### config.mk
export PLATFORM = sky130hd
export DESIGN_NAME = axil_rd_xbar
export DESIGN_NICKNAME = d
export VERILOG_FILES = /design/src/logic/xbar_pkg.sv /design/src/logic/rd_skid_buffer.sv /design/src/logic/rd_addr_decode.sv /design/src/logic/rd_master_arbiter.sv /design/src/logic/rd_slave_port.sv /design/src/logic/rd_return_channel.sv /design/src/logic/axil_rd_xbar.sv
export VERILOG_INCLUDE_DIRS = /design/src /design/src/logic
export SDC_FILE = /design/constraint.sdc
export NUM_CORES = 1
export LEC_CHECK = 0
export ABC_AREA = 1
export BUFFER_PORTS_ARGS = -buffer_cell sky130_fd_sc_hd__buf_2
export CAP_MARGIN = 10
export CORE_MARGIN = 3
export CORE_UTILIZATION = 39
export CTS_CLUSTER_DIAMETER = 30
export CTS_CLUSTER_SIZE = 30
export DETAILED_ROUTE_END_ITERATION = 16
export GPL_ROUTABILITY_DRIVEN = 0
export HOLD_SLACK_MARGIN = 0.06
export PLACE_DENSITY = 0.69
export RECOVER_POWER = 100
export SYNTH_ARGS = -nofsm -noshare
export SYNTH_HDL_FRONTEND = slang
export SYNTH_SLANG_ARGS = --single-unit
### constraint.sdc
create_clock -name S_AXI_ACLK -period 2.1 [get_ports S_AXI_ACLK]
set_input_delay 0.105 -clock S_AXI_ACLK [delete_from_list [all_inputs] [get_ports S_AXI_ACLK]]
set_output_delay 0.105 -clock S_AXI_ACLK [all_outputs]
set_load 0.03 [all_outputs]
### src/logic/xbar_cfg.svh
`ifndef XBAR_CFG_SVH
`define XBAR_CFG_SVH

// crossbar size
`define XBAR_NM 2
`define XBAR_NS 2

// bus widths
`define XBAR_AW 32
`define XBAR_DW 32

// address map, region is the top nibble of the address
`define XBAR_RGN_W 4
`define XBAR_SLV0_RGN 4'h0
`define XBAR_SLV1_RGN 4'h1

// outstanding reads per master, full at 7
`define XBAR_LG_PEND 3

// response for reads that hit no slave
`define XBAR_ERR_RESP 2'b11

`endif

### src/logic/xbar_pkg.sv
`include "xbar_cfg.svh"

package xbar_pkg;

	// region and offset view of an address
	typedef struct packed {
		logic [`XBAR_RGN_W-1:0]          region;
		logic [`XBAR_AW-`XBAR_RGN_W-1:0] offset;
	} addr_fields_t;

	// raw word for the bus, fields for the decoder
	typedef union packed {
		logic [`XBAR_AW-1:0] word;
		addr_fields_t        fields;
	} addr_t;

	typedef logic [`XBAR_DW-1:0] data_t;
	typedef logic [1:0] resp_t;
	typedef logic [2:0] prot_t;

	// one-hot slave select, top bit is the error slot
	typedef logic [`XBAR_NS:0] sel_t;

	typedef logic [`XBAR_LG_PEND-1:0] pend_t;

endpackage

### src/logic/rd_skid_buffer.sv
`timescale 1ns/1ps

module rd_skid_buffer (
	input  logic            S_AXI_ACLK,
	input  logic            S_AXI_ARESETN,
	input  logic            i_valid,
	output logic            o_ready,
	input  xbar_pkg::addr_t i_addr,
	input  xbar_pkg::prot_t i_prot,
	output logic            o_valid,
	input  logic            i_stall,
	output xbar_pkg::addr_t o_addr,
	output xbar_pkg::prot_t o_prot
);

	logic            r_valid;
	xbar_pkg::addr_t r_addr;
	xbar_pkg::prot_t r_prot;

	// park the beat when downstream stalls while we accept
	always_ff @(posedge S_AXI_ACLK)
	begin
		if (!S_AXI_ARESETN)
			r_valid <= 1'b0;
		else if (i_valid && o_ready && i_stall)
			r_valid <= 1'b1;
		else if (!i_stall)
			r_valid <= 1'b0;
	end

	always_ff @(posedge S_AXI_ACLK)
	begin
		if (o_ready)
		begin
			r_addr <= i_addr;
			r_prot <= i_prot;
		end
	end

	// upstream ready comes straight from a register
	assign o_ready = !r_valid;

	assign o_valid = i_valid || r_valid;
	assign o_addr  = r_valid ? r_addr : i_addr;
	assign o_prot  = r_valid ? r_prot : i_prot;

endmodule

### src/logic/rd_addr_decode.sv
`timescale 1ns/1ps
`include "xbar_cfg.svh"

module rd_addr_decode (
	input  logic            S_AXI_ACLK,
	input  logic            S_AXI_ARESETN,
	input  logic            i_valid,
	output logic            o_stall,
	input  xbar_pkg::addr_t i_addr,
	input  xbar_pkg::prot_t i_prot,
	output logic            o_valid,
	input  logic            i_stall,
	output xbar_pkg::sel_t  o_sel,
	output xbar_pkg::addr_t o_addr,
	output xbar_pkg::prot_t o_prot
);

	xbar_pkg::sel_t dec_sel;

	// match the region field against each slave window
	always_comb
	begin
		dec_sel = '0;
		dec_sel[0] = (i_addr.fields.region == `XBAR_SLV0_RGN);
		dec_sel[1] = (i_addr.fields.region == `XBAR_SLV1_RGN);
		// nothing matched, route to the error slot
		dec_sel[`XBAR_NS] = ~|dec_sel[`XBAR_NS-1:0];
	end

	// only a held request blocks the upstream
	assign o_stall = o_valid && i_stall;

	always_ff @(posedge S_AXI_ACLK)
	begin
		if (!S_AXI_ARESETN)
			o_valid <= 1'b0;
		else if (!o_stall)
			o_valid <= i_valid;
	end

	always_ff @(posedge S_AXI_ACLK)
	begin
		if (!o_stall)
		begin
			o_sel  <= dec_sel;
			o_addr <= i_addr;
			o_prot <= i_prot;
		end
	end

endmodule

### src/logic/rd_master_arbiter.sv
`timescale 1ns/1ps
`include "xbar_cfg.svh"

module rd_master_arbiter (
	input  logic             S_AXI_ACLK,
	input  logic             S_AXI_ARESETN,
	input  logic             i_valid,
	input  xbar_pkg::sel_t   i_sel,
	input  xbar_pkg::sel_t   i_higher_req,
	input  xbar_pkg::sel_t   i_other_grant,
	input  logic             i_slave_stall,
	input  logic             i_rsp_done,
	input  logic             i_rsp_stall,
	output xbar_pkg::sel_t   o_grant,
	output logic             o_accept,
	output logic             o_empty
);

	xbar_pkg::sel_t  req;
	xbar_pkg::pend_t pend;
	logic            hit;
	logic            full;
	logic            stay;
	logic            avail;
	logic            path_stall;

	assign req  = i_valid ? i_sel : '0;
	assign hit  = |(req & o_grant);
	assign full = &pend;

	assign o_empty = (pend == '0);

	// keep the slave while we use it or still owe responses
	assign stay = hit || !o_empty;

	// slave must be free and not wanted by a lower master
	// the error slot is never contended
	assign avail = req[`XBAR_NS]
		|| |(req[`XBAR_NS-1:0] & ~i_other_grant[`XBAR_NS-1:0]
			& ~i_higher_req[`XBAR_NS-1:0]);

	always_ff @(posedge S_AXI_ACLK)
	begin
		if (!S_AXI_ARESETN)
			o_grant <= '0;
		else if (!stay)
			o_grant <= avail ? req : '0;
	end

	// error reads go straight to the return path
	assign path_stall = o_grant[`XBAR_NS] ? i_rsp_stall : i_slave_stall;

	assign o_accept = hit && !full && !path_stall;

	// reads in flight, from accept to R transfer
	always_ff @(posedge S_AXI_ACLK)
	begin
		if (!S_AXI_ARESETN)
			pend <= '0;
		else
		begin
			case ({o_accept, i_rsp_done})
			2'b10:
				pend <= pend + 1'b1;
			2'b01:
				pend <= pend - 1'b1;
			default:
				pend <= pend;
			endcase
		end
	end

endmodule

### src/logic/rd_slave_port.sv
`timescale 1ns/1ps
`include "xbar_cfg.svh"

module rd_slave_port (
	input  logic                                  S_AXI_ACLK,
	input  logic                                  S_AXI_ARESETN,
	input  logic            [`XBAR_NM-1:0]        i_grant,
	input  logic            [`XBAR_NM-1:0]        i_valid,
	input  logic            [`XBAR_NM-1:0]        i_accept,
	input  xbar_pkg::addr_t [`XBAR_NM-1:0]        i_addr,
	input  xbar_pkg::prot_t [`XBAR_NM-1:0]        i_prot,
	input  logic            [`XBAR_NM-1:0]        i_ret_ready,
	output logic                                  o_arvalid,
	output xbar_pkg::addr_t                       o_araddr,
	output xbar_pkg::prot_t                       o_arprot,
	input  logic                                  i_arready,
	output logic                                  o_rready
);

	logic            owned;
	logic            ar_stall;
	logic            sel_valid;
	xbar_pkg::addr_t sel_addr;
	xbar_pkg::prot_t sel_prot;

	assign owned    = |i_grant;
	assign ar_stall = o_arvalid && !i_arready;

	// at most one grant bit is set, so an and-or mux picks the owner
	always_comb
	begin
		sel_valid     = |(i_grant & i_valid & i_accept);
		sel_addr.word = '0;
		sel_prot      = '0;
		for (int n = 0; n < `XBAR_NM; n++)
		begin
			sel_addr.word = sel_addr.word | (i_addr[n].word & {`XBAR_AW{i_grant[n]}});
			sel_prot      = sel_prot | (i_prot[n] & {3{i_grant[n]}});
		end
	end

	always_ff @(posedge S_AXI_ACLK)
	begin
		if (!S_AXI_ARESETN || !owned)
			o_arvalid <= 1'b0;
		else if (!ar_stall)
			o_arvalid <= sel_valid;
	end

	always_ff @(posedge S_AXI_ACLK)
	begin
		if (!ar_stall)
		begin
			o_araddr <= sel_addr;
			o_arprot <= sel_prot;
		end
	end

	// idle slave ports stay ready
	assign o_rready = owned ? |(i_grant & i_ret_ready) : 1'b1;

endmodule

### src/logic/rd_return_channel.sv
`timescale 1ns/1ps
`include "xbar_cfg.svh"

module rd_return_channel (
	input  logic                                  S_AXI_ACLK,
	input  logic                                  S_AXI_ARESETN,
	input  xbar_pkg::sel_t                        i_grant,
	input  logic                                  i_err_accept,
	input  logic            [`XBAR_NS-1:0]        i_rvalid,
	input  xbar_pkg::data_t [`XBAR_NS-1:0]        i_rdata,
	input  xbar_pkg::resp_t [`XBAR_NS-1:0]        i_rresp,
	output logic                                  o_ret_ready,
	output logic                                  o_rvalid,
	output xbar_pkg::data_t                       o_rdata,
	output xbar_pkg::resp_t                       o_rresp,
	input  logic                                  i_rready
);

	logic            stall;
	logic            slv_xfer;
	logic            in_valid;
	xbar_pkg::data_t mux_data;
	xbar_pkg::resp_t mux_resp;
	logic            bk_valid;
	xbar_pkg::data_t bk_data;
	xbar_pkg::resp_t bk_resp;

	assign stall = o_rvalid && !i_rready;

	// transfer from the granted slave
	assign slv_xfer = |(i_grant[`XBAR_NS-1:0] & i_rvalid) && o_ret_ready;
	assign in_valid = i_grant[`XBAR_NS] ? i_err_accept : slv_xfer;

	always_comb
	begin
		mux_data = '0;
		mux_resp = '0;
		for (int s = 0; s < `XBAR_NS; s++)
		begin
			mux_data = mux_data | (i_rdata[s] & {`XBAR_DW{i_grant[s]}});
			mux_resp = mux_resp | (i_rresp[s] & {2{i_grant[s]}});
		end
		// error reads return zero data
		if (i_grant[`XBAR_NS])
		begin
			mux_data = '0;
			mux_resp = `XBAR_ERR_RESP;
		end
	end

	// catch one response that lands while the master stalls
	always_ff @(posedge S_AXI_ACLK)
	begin
		if (!S_AXI_ARESETN || !stall)
			bk_valid <= 1'b0;
		else if (!bk_valid)
			bk_valid <= slv_xfer;
	end

	always_ff @(posedge S_AXI_ACLK)
	begin
		if (!bk_valid)
		begin
			bk_data <= mux_data;
			bk_resp <= mux_resp;
		end
	end

	// slave sees ready drop once the backup is full
	assign o_ret_ready = !bk_valid;

	always_ff @(posedge S_AXI_ACLK)
	begin
		if (!S_AXI_ARESETN)
			o_rvalid <= 1'b0;
		else if (!stall)
			o_rvalid <= bk_valid || in_valid;
	end

	always_ff @(posedge S_AXI_ACLK)
	begin
		if (!stall)
		begin
			o_rdata <= bk_valid ? bk_data : mux_data;
			o_rresp <= bk_valid ? bk_resp : mux_resp;
		end
	end

endmodule

### src/logic/axil_rd_xbar.sv
`timescale 1ns/1ps
`include "xbar_cfg.svh"

module axil_rd_xbar (
	input  logic                                  S_AXI_ACLK,
	input  logic                                  S_AXI_ARESETN,
	input  logic            [`XBAR_NM-1:0]        S_AXI_ARVALID,
	output logic            [`XBAR_NM-1:0]        S_AXI_ARREADY,
	input  xbar_pkg::addr_t [`XBAR_NM-1:0]        S_AXI_ARADDR,
	input  xbar_pkg::prot_t [`XBAR_NM-1:0]        S_AXI_ARPROT,
	output logic            [`XBAR_NM-1:0]        S_AXI_RVALID,
	input  logic            [`XBAR_NM-1:0]        S_AXI_RREADY,
	output xbar_pkg::data_t [`XBAR_NM-1:0]        S_AXI_RDATA,
	output xbar_pkg::resp_t [`XBAR_NM-1:0]        S_AXI_RRESP,
	output logic            [`XBAR_NS-1:0]        M_AXI_ARVALID,
	input  logic            [`XBAR_NS-1:0]        M_AXI_ARREADY,
	output xbar_pkg::addr_t [`XBAR_NS-1:0]        M_AXI_ARADDR,
	output xbar_pkg::prot_t [`XBAR_NS-1:0]        M_AXI_ARPROT,
	input  logic            [`XBAR_NS-1:0]        M_AXI_RVALID,
	output logic            [`XBAR_NS-1:0]        M_AXI_RREADY,
	input  xbar_pkg::data_t [`XBAR_NS-1:0]        M_AXI_RDATA,
	input  xbar_pkg::resp_t [`XBAR_NS-1:0]        M_AXI_RRESP
);

	logic            [`XBAR_NM-1:0] skd_valid, skd_stall;
	xbar_pkg::addr_t [`XBAR_NM-1:0] skd_addr;
	xbar_pkg::prot_t [`XBAR_NM-1:0] skd_prot;
	logic            [`XBAR_NM-1:0] dcd_valid, dcd_stall;
	xbar_pkg::sel_t  [`XBAR_NM-1:0] dcd_sel;
	xbar_pkg::addr_t [`XBAR_NM-1:0] dcd_addr;
	xbar_pkg::prot_t [`XBAR_NM-1:0] dcd_prot;
	xbar_pkg::sel_t  [`XBAR_NM-1:0] grant, other_grant;
	logic            [`XBAR_NM-1:0] accept, slave_stall, ret_ready;
	// running ORs, entry n covers masters below n
	xbar_pkg::sel_t  [`XBAR_NM:0]   req_or, grant_or;
	logic [`XBAR_NS-1:0][`XBAR_NM-1:0] slv_grant;

	assign req_or[0]   = '0;
	assign grant_or[0] = '0;

	genvar n, s;
	generate
		for (n = 0; n < `XBAR_NM; n++)
		begin : gen_master
			assign req_or[n+1]    = req_or[n] | (dcd_valid[n] ? dcd_sel[n] : '0);
			assign grant_or[n+1]  = grant_or[n] | grant[n];
			assign other_grant[n] = grant_or[`XBAR_NM] & ~grant[n];
			assign dcd_stall[n]   = dcd_valid[n] && !accept[n];
			assign slave_stall[n] = |(grant[n][`XBAR_NS-1:0] & M_AXI_ARVALID & ~M_AXI_ARREADY);

			rd_skid_buffer skid_inst (
				.S_AXI_ACLK(S_AXI_ACLK), .S_AXI_ARESETN(S_AXI_ARESETN),
				.i_valid(S_AXI_ARVALID[n]), .o_ready(S_AXI_ARREADY[n]),
				.i_addr(S_AXI_ARADDR[n]), .i_prot(S_AXI_ARPROT[n]),
				.o_valid(skd_valid[n]), .i_stall(skd_stall[n]),
				.o_addr(skd_addr[n]), .o_prot(skd_prot[n])
			);

			rd_addr_decode decode_inst (
				.S_AXI_ACLK(S_AXI_ACLK), .S_AXI_ARESETN(S_AXI_ARESETN),
				.i_valid(skd_valid[n]), .o_stall(skd_stall[n]),
				.i_addr(skd_addr[n]), .i_prot(skd_prot[n]),
				.o_valid(dcd_valid[n]), .i_stall(dcd_stall[n]),
				.o_sel(dcd_sel[n]), .o_addr(dcd_addr[n]), .o_prot(dcd_prot[n])
			);

			rd_master_arbiter arb_inst (
				.S_AXI_ACLK(S_AXI_ACLK), .S_AXI_ARESETN(S_AXI_ARESETN),
				.i_valid(dcd_valid[n]), .i_sel(dcd_sel[n]),
				.i_higher_req(req_or[n]), .i_other_grant(other_grant[n]),
				.i_slave_stall(slave_stall[n]),
				.i_rsp_done(S_AXI_RVALID[n] && S_AXI_RREADY[n]),
				.i_rsp_stall(S_AXI_RVALID[n] && !S_AXI_RREADY[n]),
				.o_grant(grant[n]), .o_accept(accept[n]), .o_empty()
			);

			rd_return_channel ret_inst (
				.S_AXI_ACLK(S_AXI_ACLK), .S_AXI_ARESETN(S_AXI_ARESETN),
				.i_grant(grant[n]),
				.i_err_accept(accept[n] && grant[n][`XBAR_NS]),
				.i_rvalid(M_AXI_RVALID), .i_rdata(M_AXI_RDATA), .i_rresp(M_AXI_RRESP),
				.o_ret_ready(ret_ready[n]),
				.o_rvalid(S_AXI_RVALID[n]), .o_rdata(S_AXI_RDATA[n]),
				.o_rresp(S_AXI_RRESP[n]), .i_rready(S_AXI_RREADY[n])
			);
		end

		for (s = 0; s < `XBAR_NS; s++)
		begin : gen_slave
			for (n = 0; n < `XBAR_NM; n++)
			begin : gen_own
				assign slv_grant[s][n] = grant[n][s];
			end

			rd_slave_port port_inst (
				.S_AXI_ACLK(S_AXI_ACLK), .S_AXI_ARESETN(S_AXI_ARESETN),
				.i_grant(slv_grant[s]), .i_valid(dcd_valid), .i_accept(accept),
				.i_addr(dcd_addr), .i_prot(dcd_prot), .i_ret_ready(ret_ready),
				.o_arvalid(M_AXI_ARVALID[s]), .o_araddr(M_AXI_ARADDR[s]),
				.o_arprot(M_AXI_ARPROT[s]), .i_arready(M_AXI_ARREADY[s]),
				.o_rready(M_AXI_RREADY[s])
			);
		end
	endgenerate

endmodule

==> results by group, run 1 <==
Timing
  • # setup viols final: 0
  • Clock skew: 30.33 ps
  • Period utilisation layout: 97.19%
  • Max_slew headroom: 28.29%
  • Max Slew Vio Count: 0
  • RSZ-0062 raised after global routing: true
  • Final worst slack: 59.07 ps
  • Final Hold Vio Count: 0
  • Slew @ Worst Pin: 1076 ps
  • FMAX: 0.4900 GHz
  • Fin crit period: 2041 ps

Clocking
  • CTS clk-pin slew, worst paths: 50 ps
  • Clk root buf: clkbuf_16
  • CTS tree: yes
  • CTS Buf Count: 74
  • Clock sink total: 374
  • Clock latency on the worst-skew pair: 580 ps
  • Clk buf depth: 3
  • H-tree level count: 3

Worst setup path
  • Crit path max fanout: 27
  • Cells on worst reg2reg path: 6
  • Slowest stage cell, crit path: dlygate4sd3_1
  • CP Data Required Time: 2390 ps
  • Worst setup EP type: flip-flop
  • Critical path depth in cells: 6
  • Setup CP Type: flip-flop to flip-flop
  • Arrival @ worst endpoint: 2330 ps
  • Top delay family on crit path: buffers and inverters
  • Crit path buf inv count: 3
  • CP startpoint kind: flip-flop
  • Crit path cell chain: inv_2 -> buf_12 -> o22ai_1 -> dlygate4sd3_1 -> nand3_1 -> nand2_1
  • Max incr delay on CP: 570 ps

Route
  • Post-DRT Antenna Nets: 0
  • Via count: 11660
  • Avg Vias per Cell: 5.010
  • DR iter-0 viols: 790
  • DRC: 0
  • DRT Pass-1 Iters: 5
  • WL final: 41830 um
  • Routed len/inst: 17.97 um

Global route
  • First-pass GRT wire length: 65250 um
  • Largest net degree at the start of global routing: 41
  • Vias in the first global route: 12250
  • Total GRT Usage: 21.63%
  • Initial antenna violation count: 1
  • Total gr overflow: 0

Job
  • Max-cap violation count: 0

Synth
  • Yosys reg bits: 374
  • Cell variety after synth: 30
  • Warnings from Yosys: 0
  • Synth top area cells: edfxtp_1 46%, dfxtp_1 23%, nand2_1 9.8%, o22ai_1 6.5%, inv_1 4.7%
  • Synthesized area per cell: 10.59 um2
  • Leading area contributor after synthesis: edfxtp_1
  • Post-synthesis cell count: 1308
  • Syn_nets: 1460
  • Sequential fraction of the synthesis area: 69.51%
  • Post-Syn Area: 13850 um2
  • Synth top area share: 46.39%

Power
  • Power share of the sequential group: 38.9%
  • P_int: 16660 uW
  • Logic pwr share: 9.3%
  • Switching share of power: 24.91%
  • Power, Total: 22190 uW
  • Net Switching: 5528 uW
  • Worst VDD drop: 0.9336 mV
  • PD cells: 1099 nW/um2
  • Leak pwr: 0.009897 uW
  • Clk pwr share: 51.8%

Finish
  • Share of layout cells above drive strength 1: 25.96%
  • Layout area overhead: 45.68%
  • Fin util: 57.99%
  • Non-Filler Instances: 2328
  • Nets: 1962

Placed design
  • PortBufs: 293
  • Dpl hpwl: 24870 um
  • Placed instance count: 2014
  • DP Worst Slack: 121.0 ps

Floorplan
  • Io pins: 294
  • Starting density of the core: 39.81%
  • Die W: 194.5 um
  • Row cnt: 68
  • Core area: 34800 um2
  • Die Ht: 194.5 um
  • Area of the die: 37810 um2

Hold path
  • Hold path depth: 6
  • Hold WC Path Type: primary input to flip-flop

Run status
  • Status: finished, final reports clean
-- sequential cells by signal, indices dropped and copies added, names as in the netlist, 4 cells and up --
name,flops
gen_slave.port_inst.o_araddr,64
gen_master.ret_inst.bk_data,64
gen_master.skid_inst.r_prot,6
gen_master.decode_inst.o_prot,6
gen_master.ret_inst.o_rdata,64
gen_master.decode_inst.o_addr,64
gen_master.decode_inst.o_sel,6
gen_master.skid_inst.r_addr,64
gen_master.ret_inst.o_rresp,4
gen_master.arb_inst.o_grant,6
gen_master.arb_inst.pend,6
gen_master.ret_inst.bk_resp,4
gen_slave.port_inst.o_arprot,6
-- worst min-delay path, cell delays in order --
cell     delay [ps]
buf_2            90
nand2_1          50
inv_1            50
ha_1            170
o21ai_0         110
nor2_1           80
-- final cells by class --
type / count / area [um2]
diodes: 1 / 2.502
clock buffers: 84 / 1993
clock inverters: 54 / 509.2
fillers: 2751 / 14620
inverters: 184 / 693.2
multi-input cells: 677 / 3211
flip-flops and latches: 374 / 9639
well taps: 455 / 569.3
repair buffers: 499 / 3562
-- power groups by stage --
stage	registers (uW)	clock network, uW	logic [uW]
final	8620	11500	2070
after detailed placement	8740	0	1760
after global routing	8670	12000	2240
after CTS	8610	11700	2020
after floorplan	9020	0	786
after global placement	8720	0	1720
-- path summary, 6_finish.rpt --
kind                                       from                                  to  slack [ps]
max           gen_master[0].arb_inst.o_grant[0]  gen_master[0].ret_inst.o_rdata[17]          60
min                             S_AXI_RREADY[1]      gen_master[1].arb_inst.pend[1]         130
max reg2reg   gen_master[0].arb_inst.o_grant[0]  gen_master[0].ret_inst.o_rdata[17]          60
min reg2reg  gen_master[1].ret_inst.bk_data[30]  gen_master[1].ret_inst.bk_data[30]         440
-- cell usage after synthesis, drive strengths merged --
cell type  number
a21o            1
a21oi          15
a31oi           1
buf            37
clkbuf         36
clkinv          2
dfxtp         160
edfxtp        214
fa              2
ha              2
inv           182
nand2         364
nand3          88
nand4           3
nor2           20
nor3            3
o211ai          1
o21a            1
o21ai          28
o22ai         144
or2             4
-- routing by layer --
layer,up-vias,share of wire (%),GRT usage (%)
met3,87,9.7,5.824
met1,5486,39,26.21
met4,0,2.6,7.580
met2,644,49,37.31
li1,5446,-,-
met5,-,0,0
-- stage by stage --
step / setup TNS [ps] / cell area [um2] / hold WS (ps)
after floorplan: 0 / 13850 / 223.9
after global placement: 0 / 15900 / 314.3
after detailed placement: 0 / 15900 / 318.4
after CTS: 0 / 20140 / 96.61
after global routing: -89.14 / 20180 / 184.9
final: 0 / 20180 / 126.4
-- what timing repair did --
action,4_1_cts,5_1_grt
hold buffers,173,0
setup endpoints to repair,0,20
hold endpoints to repair,286,0
setup buffers,0,1
gates resized for setup,0,15
-- logic make-up (layout without fill, tap and decap cells) --
kind of cell               Yosys count  after routing  synth area share [%]
buffers and inverters              257            821                 7.470
and+or+nand+nor                    482            482                 14.28
adders and majority gates            4              4                0.4697
other                                0              1                     0
DFF                                374            374                 69.51
AOI/OAI and AO/OA                  191            191                 8.265
-- placed cells by master, fill, tap and decap left out, types with 2 or more instances in the layout --
cell type	n
clkbuf_16	78
clkbuf_2	2
clkbuf_8	4
nand4_1	3
nand3_2	4
edfxtp_1	214
bufinv_16	5
clkinv_8	2
dfxtp_1	152
o21ai_0	25
or2_1	4
a21oi_1	15
inv_8	2
clkinv_1	9
o21ai_1	3
inv_2	9
nor2_1	19
inv_6	9
nand2_2	6
buf_4	21
buf_12	8
nand3_1	83
clkinvlp_4	11
clkinv_2	11
buf_2	293
o22ai_1	144
nor3_1	3
nand2_1	358
inv_1	172
clkinv_4	7
clkbuf_1	3
dfxtp_2	8
dlygate4sd3_1	173
Power figures use the tool's default switching activity.
==> run 2: changes to the inputs <==
PLACE_DENSITY = unset   (was 0.69)
PLACE_DENSITY_LB_ADDON = 0.12   (was unset)
==> run 2 against run 1 <==
Effect of this change:
- wire length fell by 2.8%
- non-clock buffer count rose by 11
- sequential power barely moved
- final cell count rose by 0.60%
- die area did not move
- final area fell by 0.64%
- global-route usage fell by 0.74 points
- largest power group unchanged
- highest routed layer is now met5
==> results by group, run 2 (synthesis gave the netlist of run 1 again) <==
Worst setup path
  • Setup CP Type: flip-flop to flip-flop
  • Worst setup EP type: flip-flop
  • Arrival @ worst endpoint: 2300 ps (-30 ps)
  • CP Data Required Time: 2390 ps (about the same)
  • CP startpoint kind: flip-flop
  • Crit path max fanout: 25 (-7.4%)

Finish
  • # fillers: 3044 (+11%)
  • Fin util: 57.62% (-0.37 points)
  • Commonest non-fill, non-tap cell in the layout: nand2_1
  • Share of layout cells above drive strength 1: 17.50% (-8.5 points)
  • Area of the multi-input gates: 3188 um2 (-0.70%)
  • Most frequent cells in the layout: 361 x nand2_1, 214 x edfxtp_1, 179 x dlygate4sd3_1
  • Fin area: 20050 um2 (-0.64%)
  • Nets: 1975 (+0.66%)
  • Layout area overhead: 44.75%
  • Register area: 9634 um2 (about the same)

Power
  • Leak pwr: 0.009346 uW (-5.6%)
  • PD cells: 1113 nW/um2 (+1.2%)
  • Logic pwr share: 8.8% (-0.5 points)
  • Net Switching: 5376 uW (-2.7%)
  • Clk pwr share: 52.6% (+0.8 points)
  • Power share of the sequential group: 38.6% (-0.3 points)
  • Worst VDD drop: 0.5550 mV (-41%)
  • Power, Total: 22310 uW (+0.54%)
  • Switching share of power: 24.10% (-0.81 points)
  • P_int: 16930 uW (+1.6%)

Floorplan
  • Die Ht: 194.5 um (unchanged)
  • Io pins: 294 (unchanged)
  • Starting density of the core: 39.81% (unchanged)
  • Core area: 34800 um2 (unchanged)
  • Die W: 194.5 um (unchanged)
  • Area of the die: 37810 um2 (unchanged)
  • Row cnt: 68 (unchanged)

Job
  • Max-cap violation count: 0 (unchanged)

Global route
  • Routing usage on met2: 34.72% (-2.6 points)
  • Grt met1 use: 27.00% (+0.79 points)
  • Initial antenna violation count: 1 (unchanged)
  • Largest net degree at the start of global routing: 56 (+37%)
  • Total GRT Usage: 20.89% (-0.74 points)
  • Most used routing layer: met2
  • Vias in the first global route: 11530 (-5.9%)
  • First-pass GRT wire length: 63110 um (-3.3%)
  • Total gr overflow: 0 (unchanged)
  • M3 GR Usage: 4.888% (-0.94 points)

Clocking
  • Clock sink total: 374 (unchanged)
  • CTS clk-pin slew, worst paths: 50 ps (about the same)
  • Clock latency on the worst-skew pair: 560 ps (-20 ps)
  • CTS Buf Count: 76 (+2.7%)
  • H-tree level count: 3 (unchanged)
  • Clk buf depth: 3 (unchanged)
  • CTS tree: yes
  • Clk root buf: clkbuf_16

Route
  • Routed len/inst: 17.36 um (-3.4%)
  • Post-DRT Antenna Nets: 0 (unchanged)
  • Avg Vias per Cell: 4.821 (-3.8%)
  • WL final: 40660 um (-2.8%)
  • DRT Pass-1 Iters: 6 (+1)
  • Via count: 11290 (-3.2%)
  • DRC: 0 (unchanged)
  • DR iter-0 viols: 543 (-31%)

Timing
  • Setup Total Neg Slack: 0 ps (unchanged)
  • Clock skew: 20.17 ps (-10.15 ps)
  • Max_slew headroom: 17.81% (-10 points)
  • Slew @ Worst Pin: 1233 ps (+157.3 ps)
  • Final Hold Vio Count: 0 (unchanged)
  • FMAX: 0.4976 GHz (+1.6%)
  • RSZ-0062 raised after global routing: false
  • Fin crit period: 2009 ps (-31.46 ps)
  • # setup viols final: 0 (unchanged)
  • Period utilisation layout: 95.69% (-1.5 points)
  • Max Slew Vio Count: 0 (unchanged)

Placed design
  • Placed Area: 15970 um2 (+0.39%)
  • Dpl hpwl: 24640 um (-0.95%)
  • PortBufs: 293 (unchanged)

Run status
  • Status: finished, final reports clean

Hold path
  • Hold WC Path Type: primary input to flip-flop
==> run 2: cell types whose count changed in the layout (fill, tap and decap cells not counted), sizes merged, moves of 4 or more <==
cell         before  now
inv             193  184
buf             323  171
clkinv           29   35
dlygate4sd3     173  179
clkbuf           87  253
clkinvlp         11    7
==> run 2: worst paths after layout <==
path / start / end / slack, ps / depth (start not counted)
worst max-delay path: gen_master[0].arb_inst.o_grant[0] / gen_master[0].ret_inst.o_rdata[28] / 90 / 7
worst min-delay path: M_AXI_RRESP[1] / gen_master[0].ret_inst.bk_resp[1] / 70 / 5
worst max register to register: gen_master[0].arb_inst.o_grant[0] / gen_master[0].ret_inst.o_rdata[28] / 90 / 7
worst min register to register: gen_master[1].ret_inst.bk_data[10] / gen_master[1].ret_inst.bk_data[10] / 450 / 2
==> run 2: critical path, cell delays in order, from the launching register on <==
cell and delay, ps:
dfxtp_1 330, buf_4 160, inv_2 130, buf_6 280, o22ai_1 120, dlygate4sd3_1 570, nand3_1 70, nand2_1 70
==> run 2: stage by stage <==
stage	setup WS (ps)	std cells	hold slack, ps
2_1_floorplan	55.10	1308	223.9
3_5_place_dp	164.8	2019	321.1
4_1_cts	30.80	2339	61.25
6_report	90.53	2342	73.97
5_1_grt	11.52	2341	128.6
3_3_place_gp	197.8	2019	317.4
==> run 2: power by group through the flow <==
stage | logic, uW | registers [uW] | clock network, uW
after floorplan | 786 | 9020 | 0
after global placement | 1770 | 8730 | 0
after detailed placement | 1790 | 8740 | 0
after CTS | 2050 | 8610 | 11900
after global routing | 2140 | 8670 | 12300
final | 1950 | 8620 | 11700
==> run 2: area by class of cell <==
class	instances	share of cell area, %
sequential	374	48.05
multi-input combinational	677	15.90
tap	455	2.839
clock buffer	93	10.46
inverter	184	3.470
clock inverter	48	2.378
timing repair buffer	510	16.89
antenna	1	0.01248
==> run 2: metal layers <==
layer  wire length, um  vias to the layer above
met3              3175                       74
met1             17140                     5275
met5                13                        -
li1                  -                     5470
met4              1012                        2
met2             19320                      470
==> run 2: repair_timing <==
item	in CTS	in global routing
hold endpoints to repair	258	0
gates resized for setup	0	14
hold buffers	179	0
setup buffers	0	1
endpoints found under the setup margin	0	16
==> run 3: changes to the inputs <==
REMOVE_ABC_BUFFERS = 1   (was unset)
==> run 3 against run 2 <==
Effect of this change:
- hold slack better by 86 ps
- fmax up 3.0%
- non-clock buffer count fell by 2
- register-to-register slack gained 60 ps
- via count fell by 0.41%
- clock-buffer cell count shrank 4
- global-route usage is 0.49 points higher
- highest routed layer unchanged
- clock skew increased by 0.91 ps
- clock power increased by 6%
- final cell count barely moved
==> results by group, run 3 (synthesis gave the netlist of run 1 again) <==
Run status
  • Status: finished, final reports clean

Timing
  • RSZ-0062 raised after global routing: false
  • Period utilisation layout: 92.91% (-2.8 points)
  • FMAX: 0.5125 GHz (+3.0%)
  • # setup viols final: 0 (unchanged)
  • Slew @ Worst Pin: 1160 ps (-72.93 ps)
  • Fin crit period: 1951 ps (-58.41 ps)
  • Final Hold Vio Count: 0 (unchanged)
  • Max_slew headroom: 22.67% (+4.9 points)
  • Max Slew Vio Count: 0 (unchanged)
  • Final worst slack: 148.9 ps (+58.41 ps)
  • Clock skew: 21.08 ps (+0.9068 ps)

Clocking
  • Clk buf depth: 3 (unchanged)
  • Clock sink total: 374 (unchanged)
  • Clk root buf: clkbuf_16
  • Clock latency on the worst-skew pair: 560 ps (about the same)
  • H-tree level count: 3 (unchanged)
  • CTS clk-pin slew, worst paths: 50 ps (about the same)
  • CTS tree: yes
  • CTS Buf Count: 79 (+3.9%)

Worst setup path
  • CP Data Required Time: 2390 ps (about the same)
  • Worst setup EP type: flip-flop
  • CP startpoint kind: flip-flop
  • Cells on worst reg2reg path: 5 (-2)
  • Max incr delay on CP: 870 ps (+300 ps)
  • Crit path from: gen_master[0].arb_inst.o_grant[0]
  • Crit path max fanout: 43 (+72%)
  • Critical Path End: gen_master[0].ret_inst.o_rdata[6]
  • Reg-to-Reg Start: gen_master[0].arb_inst.o_grant[0]
  • Setup CP Type: flip-flop to flip-flop
  • Slowest stage cell, crit path: buf_2
  • Reg2reg setup slack: 150 ps (+60 ps)
  • Arrival @ worst endpoint: 2250 ps (-50 ps)
  • R2R Path End: gen_master[0].ret_inst.o_rdata[6]
  • Crit path cell chain: inv_2 -> buf_2 -> o22ai_1 -> nand3_1 -> nand2_1

Finish
  • Antenna diodes: 0 (-1)
  • Area of the multi-input gates: 3186 um2 (about the same)
  • Commonest non-fill, non-tap cell in the layout: nand2_1
  • Fin area: 20170 um2 (+0.59%)
  • Layout area overhead: 45.60%
  • Non-Filler Instances: 2343 (+0.043%)
  • Most frequent cells in the layout: 363 x nand2_1, 214 x edfxtp_1, 177 x dlygate4sd3_1
  • # fillers: 3034 (-0.33%)
  • Nets: 1976 (+0.051%)
  • Share of layout cells above drive strength 1: 18.17% (+0.67 points)
  • Register area: 9639 um2 (about the same)

Placed design
  • Placed instance count: 2018 (-0.050%)
  • Placed Area: 15970 um2 (about the same)
  • DP Worst Slack: 131.2 ps (-33.63 ps)
  • Dpl hpwl: 24740 um (+0.43%)
  • PortBufs: 293 (unchanged)

Route
  • Via count: 11250 (-0.41%)
  • DR iter-0 viols: 792 (+46%)
  • DRT Pass-1 Iters: 5 (-1)
  • Routed len/inst: 17.44 um (+0.44%)
  • Avg Vias per Cell: 4.799 (-0.45%)
  • Post-DRT Antenna Nets: 0 (unchanged)
  • DRC: 0 (unchanged)
  • WL final: 40860 um (+0.48%)

Global route
  • Total GRT Usage: 21.38% (+0.49 points)
  • Vias in the first global route: 11600 (+0.61%)
  • Initial antenna violation count: 1 (unchanged)
  • Total gr overflow: 0 (unchanged)
  • Largest net degree at the start of global routing: 44 (-21%)
  • First-pass GRT wire length: 64140 um (+1.6%)

Floorplan
  • Area of the die: 37810 um2 (unchanged)
  • Core area: 34800 um2 (unchanged)
  • Die Ht: 194.5 um (unchanged)
  • Io pins: 294 (unchanged)
  • Row cnt: 68 (unchanged)
  • Starting density of the core: 39.81% (unchanged)
  • Die W: 194.5 um (unchanged)

Job
  • Max-cap violation count: 0 (unchanged)

Hold path
  • Hold WC Path Type: primary input to flip-flop

Power
  • Leak pwr: 0.009379 uW (+0.35%)
  • Power, Total: 22990 uW (+3.0%)
  • Worst VDD drop: 0.7188 mV (+30%)
  • PD cells: 1140 nW/um2 (+2.4%)
==> run 3: area by class of cell <==
class	instances	share of cell area (%)
flip-flops and latches	374	47.79
inverters	184	3.468
multi-input cells	677	15.80
well taps	455	2.823
clock inverters	56	3.176
repair buffers	508	16.76
clock buffers	89	10.19
==> run 3: layer usage <==
layer / global-route usage, % / part of all wire (%) / vias up
met4: 6.170 / 1.7 / 2
met1: 28.44 / 44 / 5263
li1: - / - / 5456
met3: 5.218 / 7.6 / 53
met2: 35.02 / 47 / 471
met5: 0 / 0.017 / -
==> run 3: worst min path at each step <==
| stage | from | to | cells past startpoint |
|---|---|---|---|
| 6_report | S_AXI_RREADY[1] | gen_master[1].arb_inst.pend[1] | 6 |
| 5_1_grt | S_AXI_RREADY[1] | gen_master[1].arb_inst.pend[1] | 6 |
| 4_1_cts | S_AXI_RREADY[1] | gen_master[1].arb_inst.pend[1] | 6 |
| 3_5_place_dp | S_AXI_ARPROT[1] | gen_master[0].skid_inst.r_prot[1] | 3 |
| 3_3_place_gp | S_AXI_ARPROT[1] | gen_master[0].skid_inst.r_prot[1] | 3 |
| 2_1_floorplan | S_AXI_ARADDR[0] | gen_master[0].skid_inst.r_addr[0] | 2 |
==> run 3: through the flow <==
step / util [%] / TNS (ps) / hold slack (ps)
2_1_floorplan: - / -4863 / 223.9
3_3_place_gp: 45.90 / 0 / 314.9
5_1_grt: 57.96 / 0 / 179.5
3_5_place_dp: 45.90 / 0 / 317.8
4_1_cts: 58.73 / 0 / 138.4
6_report: 57.96 / 0 / 160.1
==> run 3: power by group <==
part | total [uW] | switching (uW) | internal (uW)
Clock | 12400 | 4000 | 8420
Sequential | 8630 | 214 | 8410
Combinational | 1940 | 1290 | 648
==> run 3: worst max-delay path, delay by kind of cell, from the launching register on <==
| family | cells | cell delay, ps |
|---|---|---|
| DFF | 1 | 340 |
| AOI/OAI and AO/OA | 1 | 210 |
| and+or+nand+nor | 2 | 190 |
| buffers and inverters | 2 | 930 |
==> run 3: what timing repair did <==
item / 4_1_cts / 5_1_grt
hold buffers: 177 / 0
buffers inserted: 0 / 3
endpoints found under the hold margin: 269 / 0
setup endpoints to repair: 0 / 23
gates resized for setup: 0 / 14
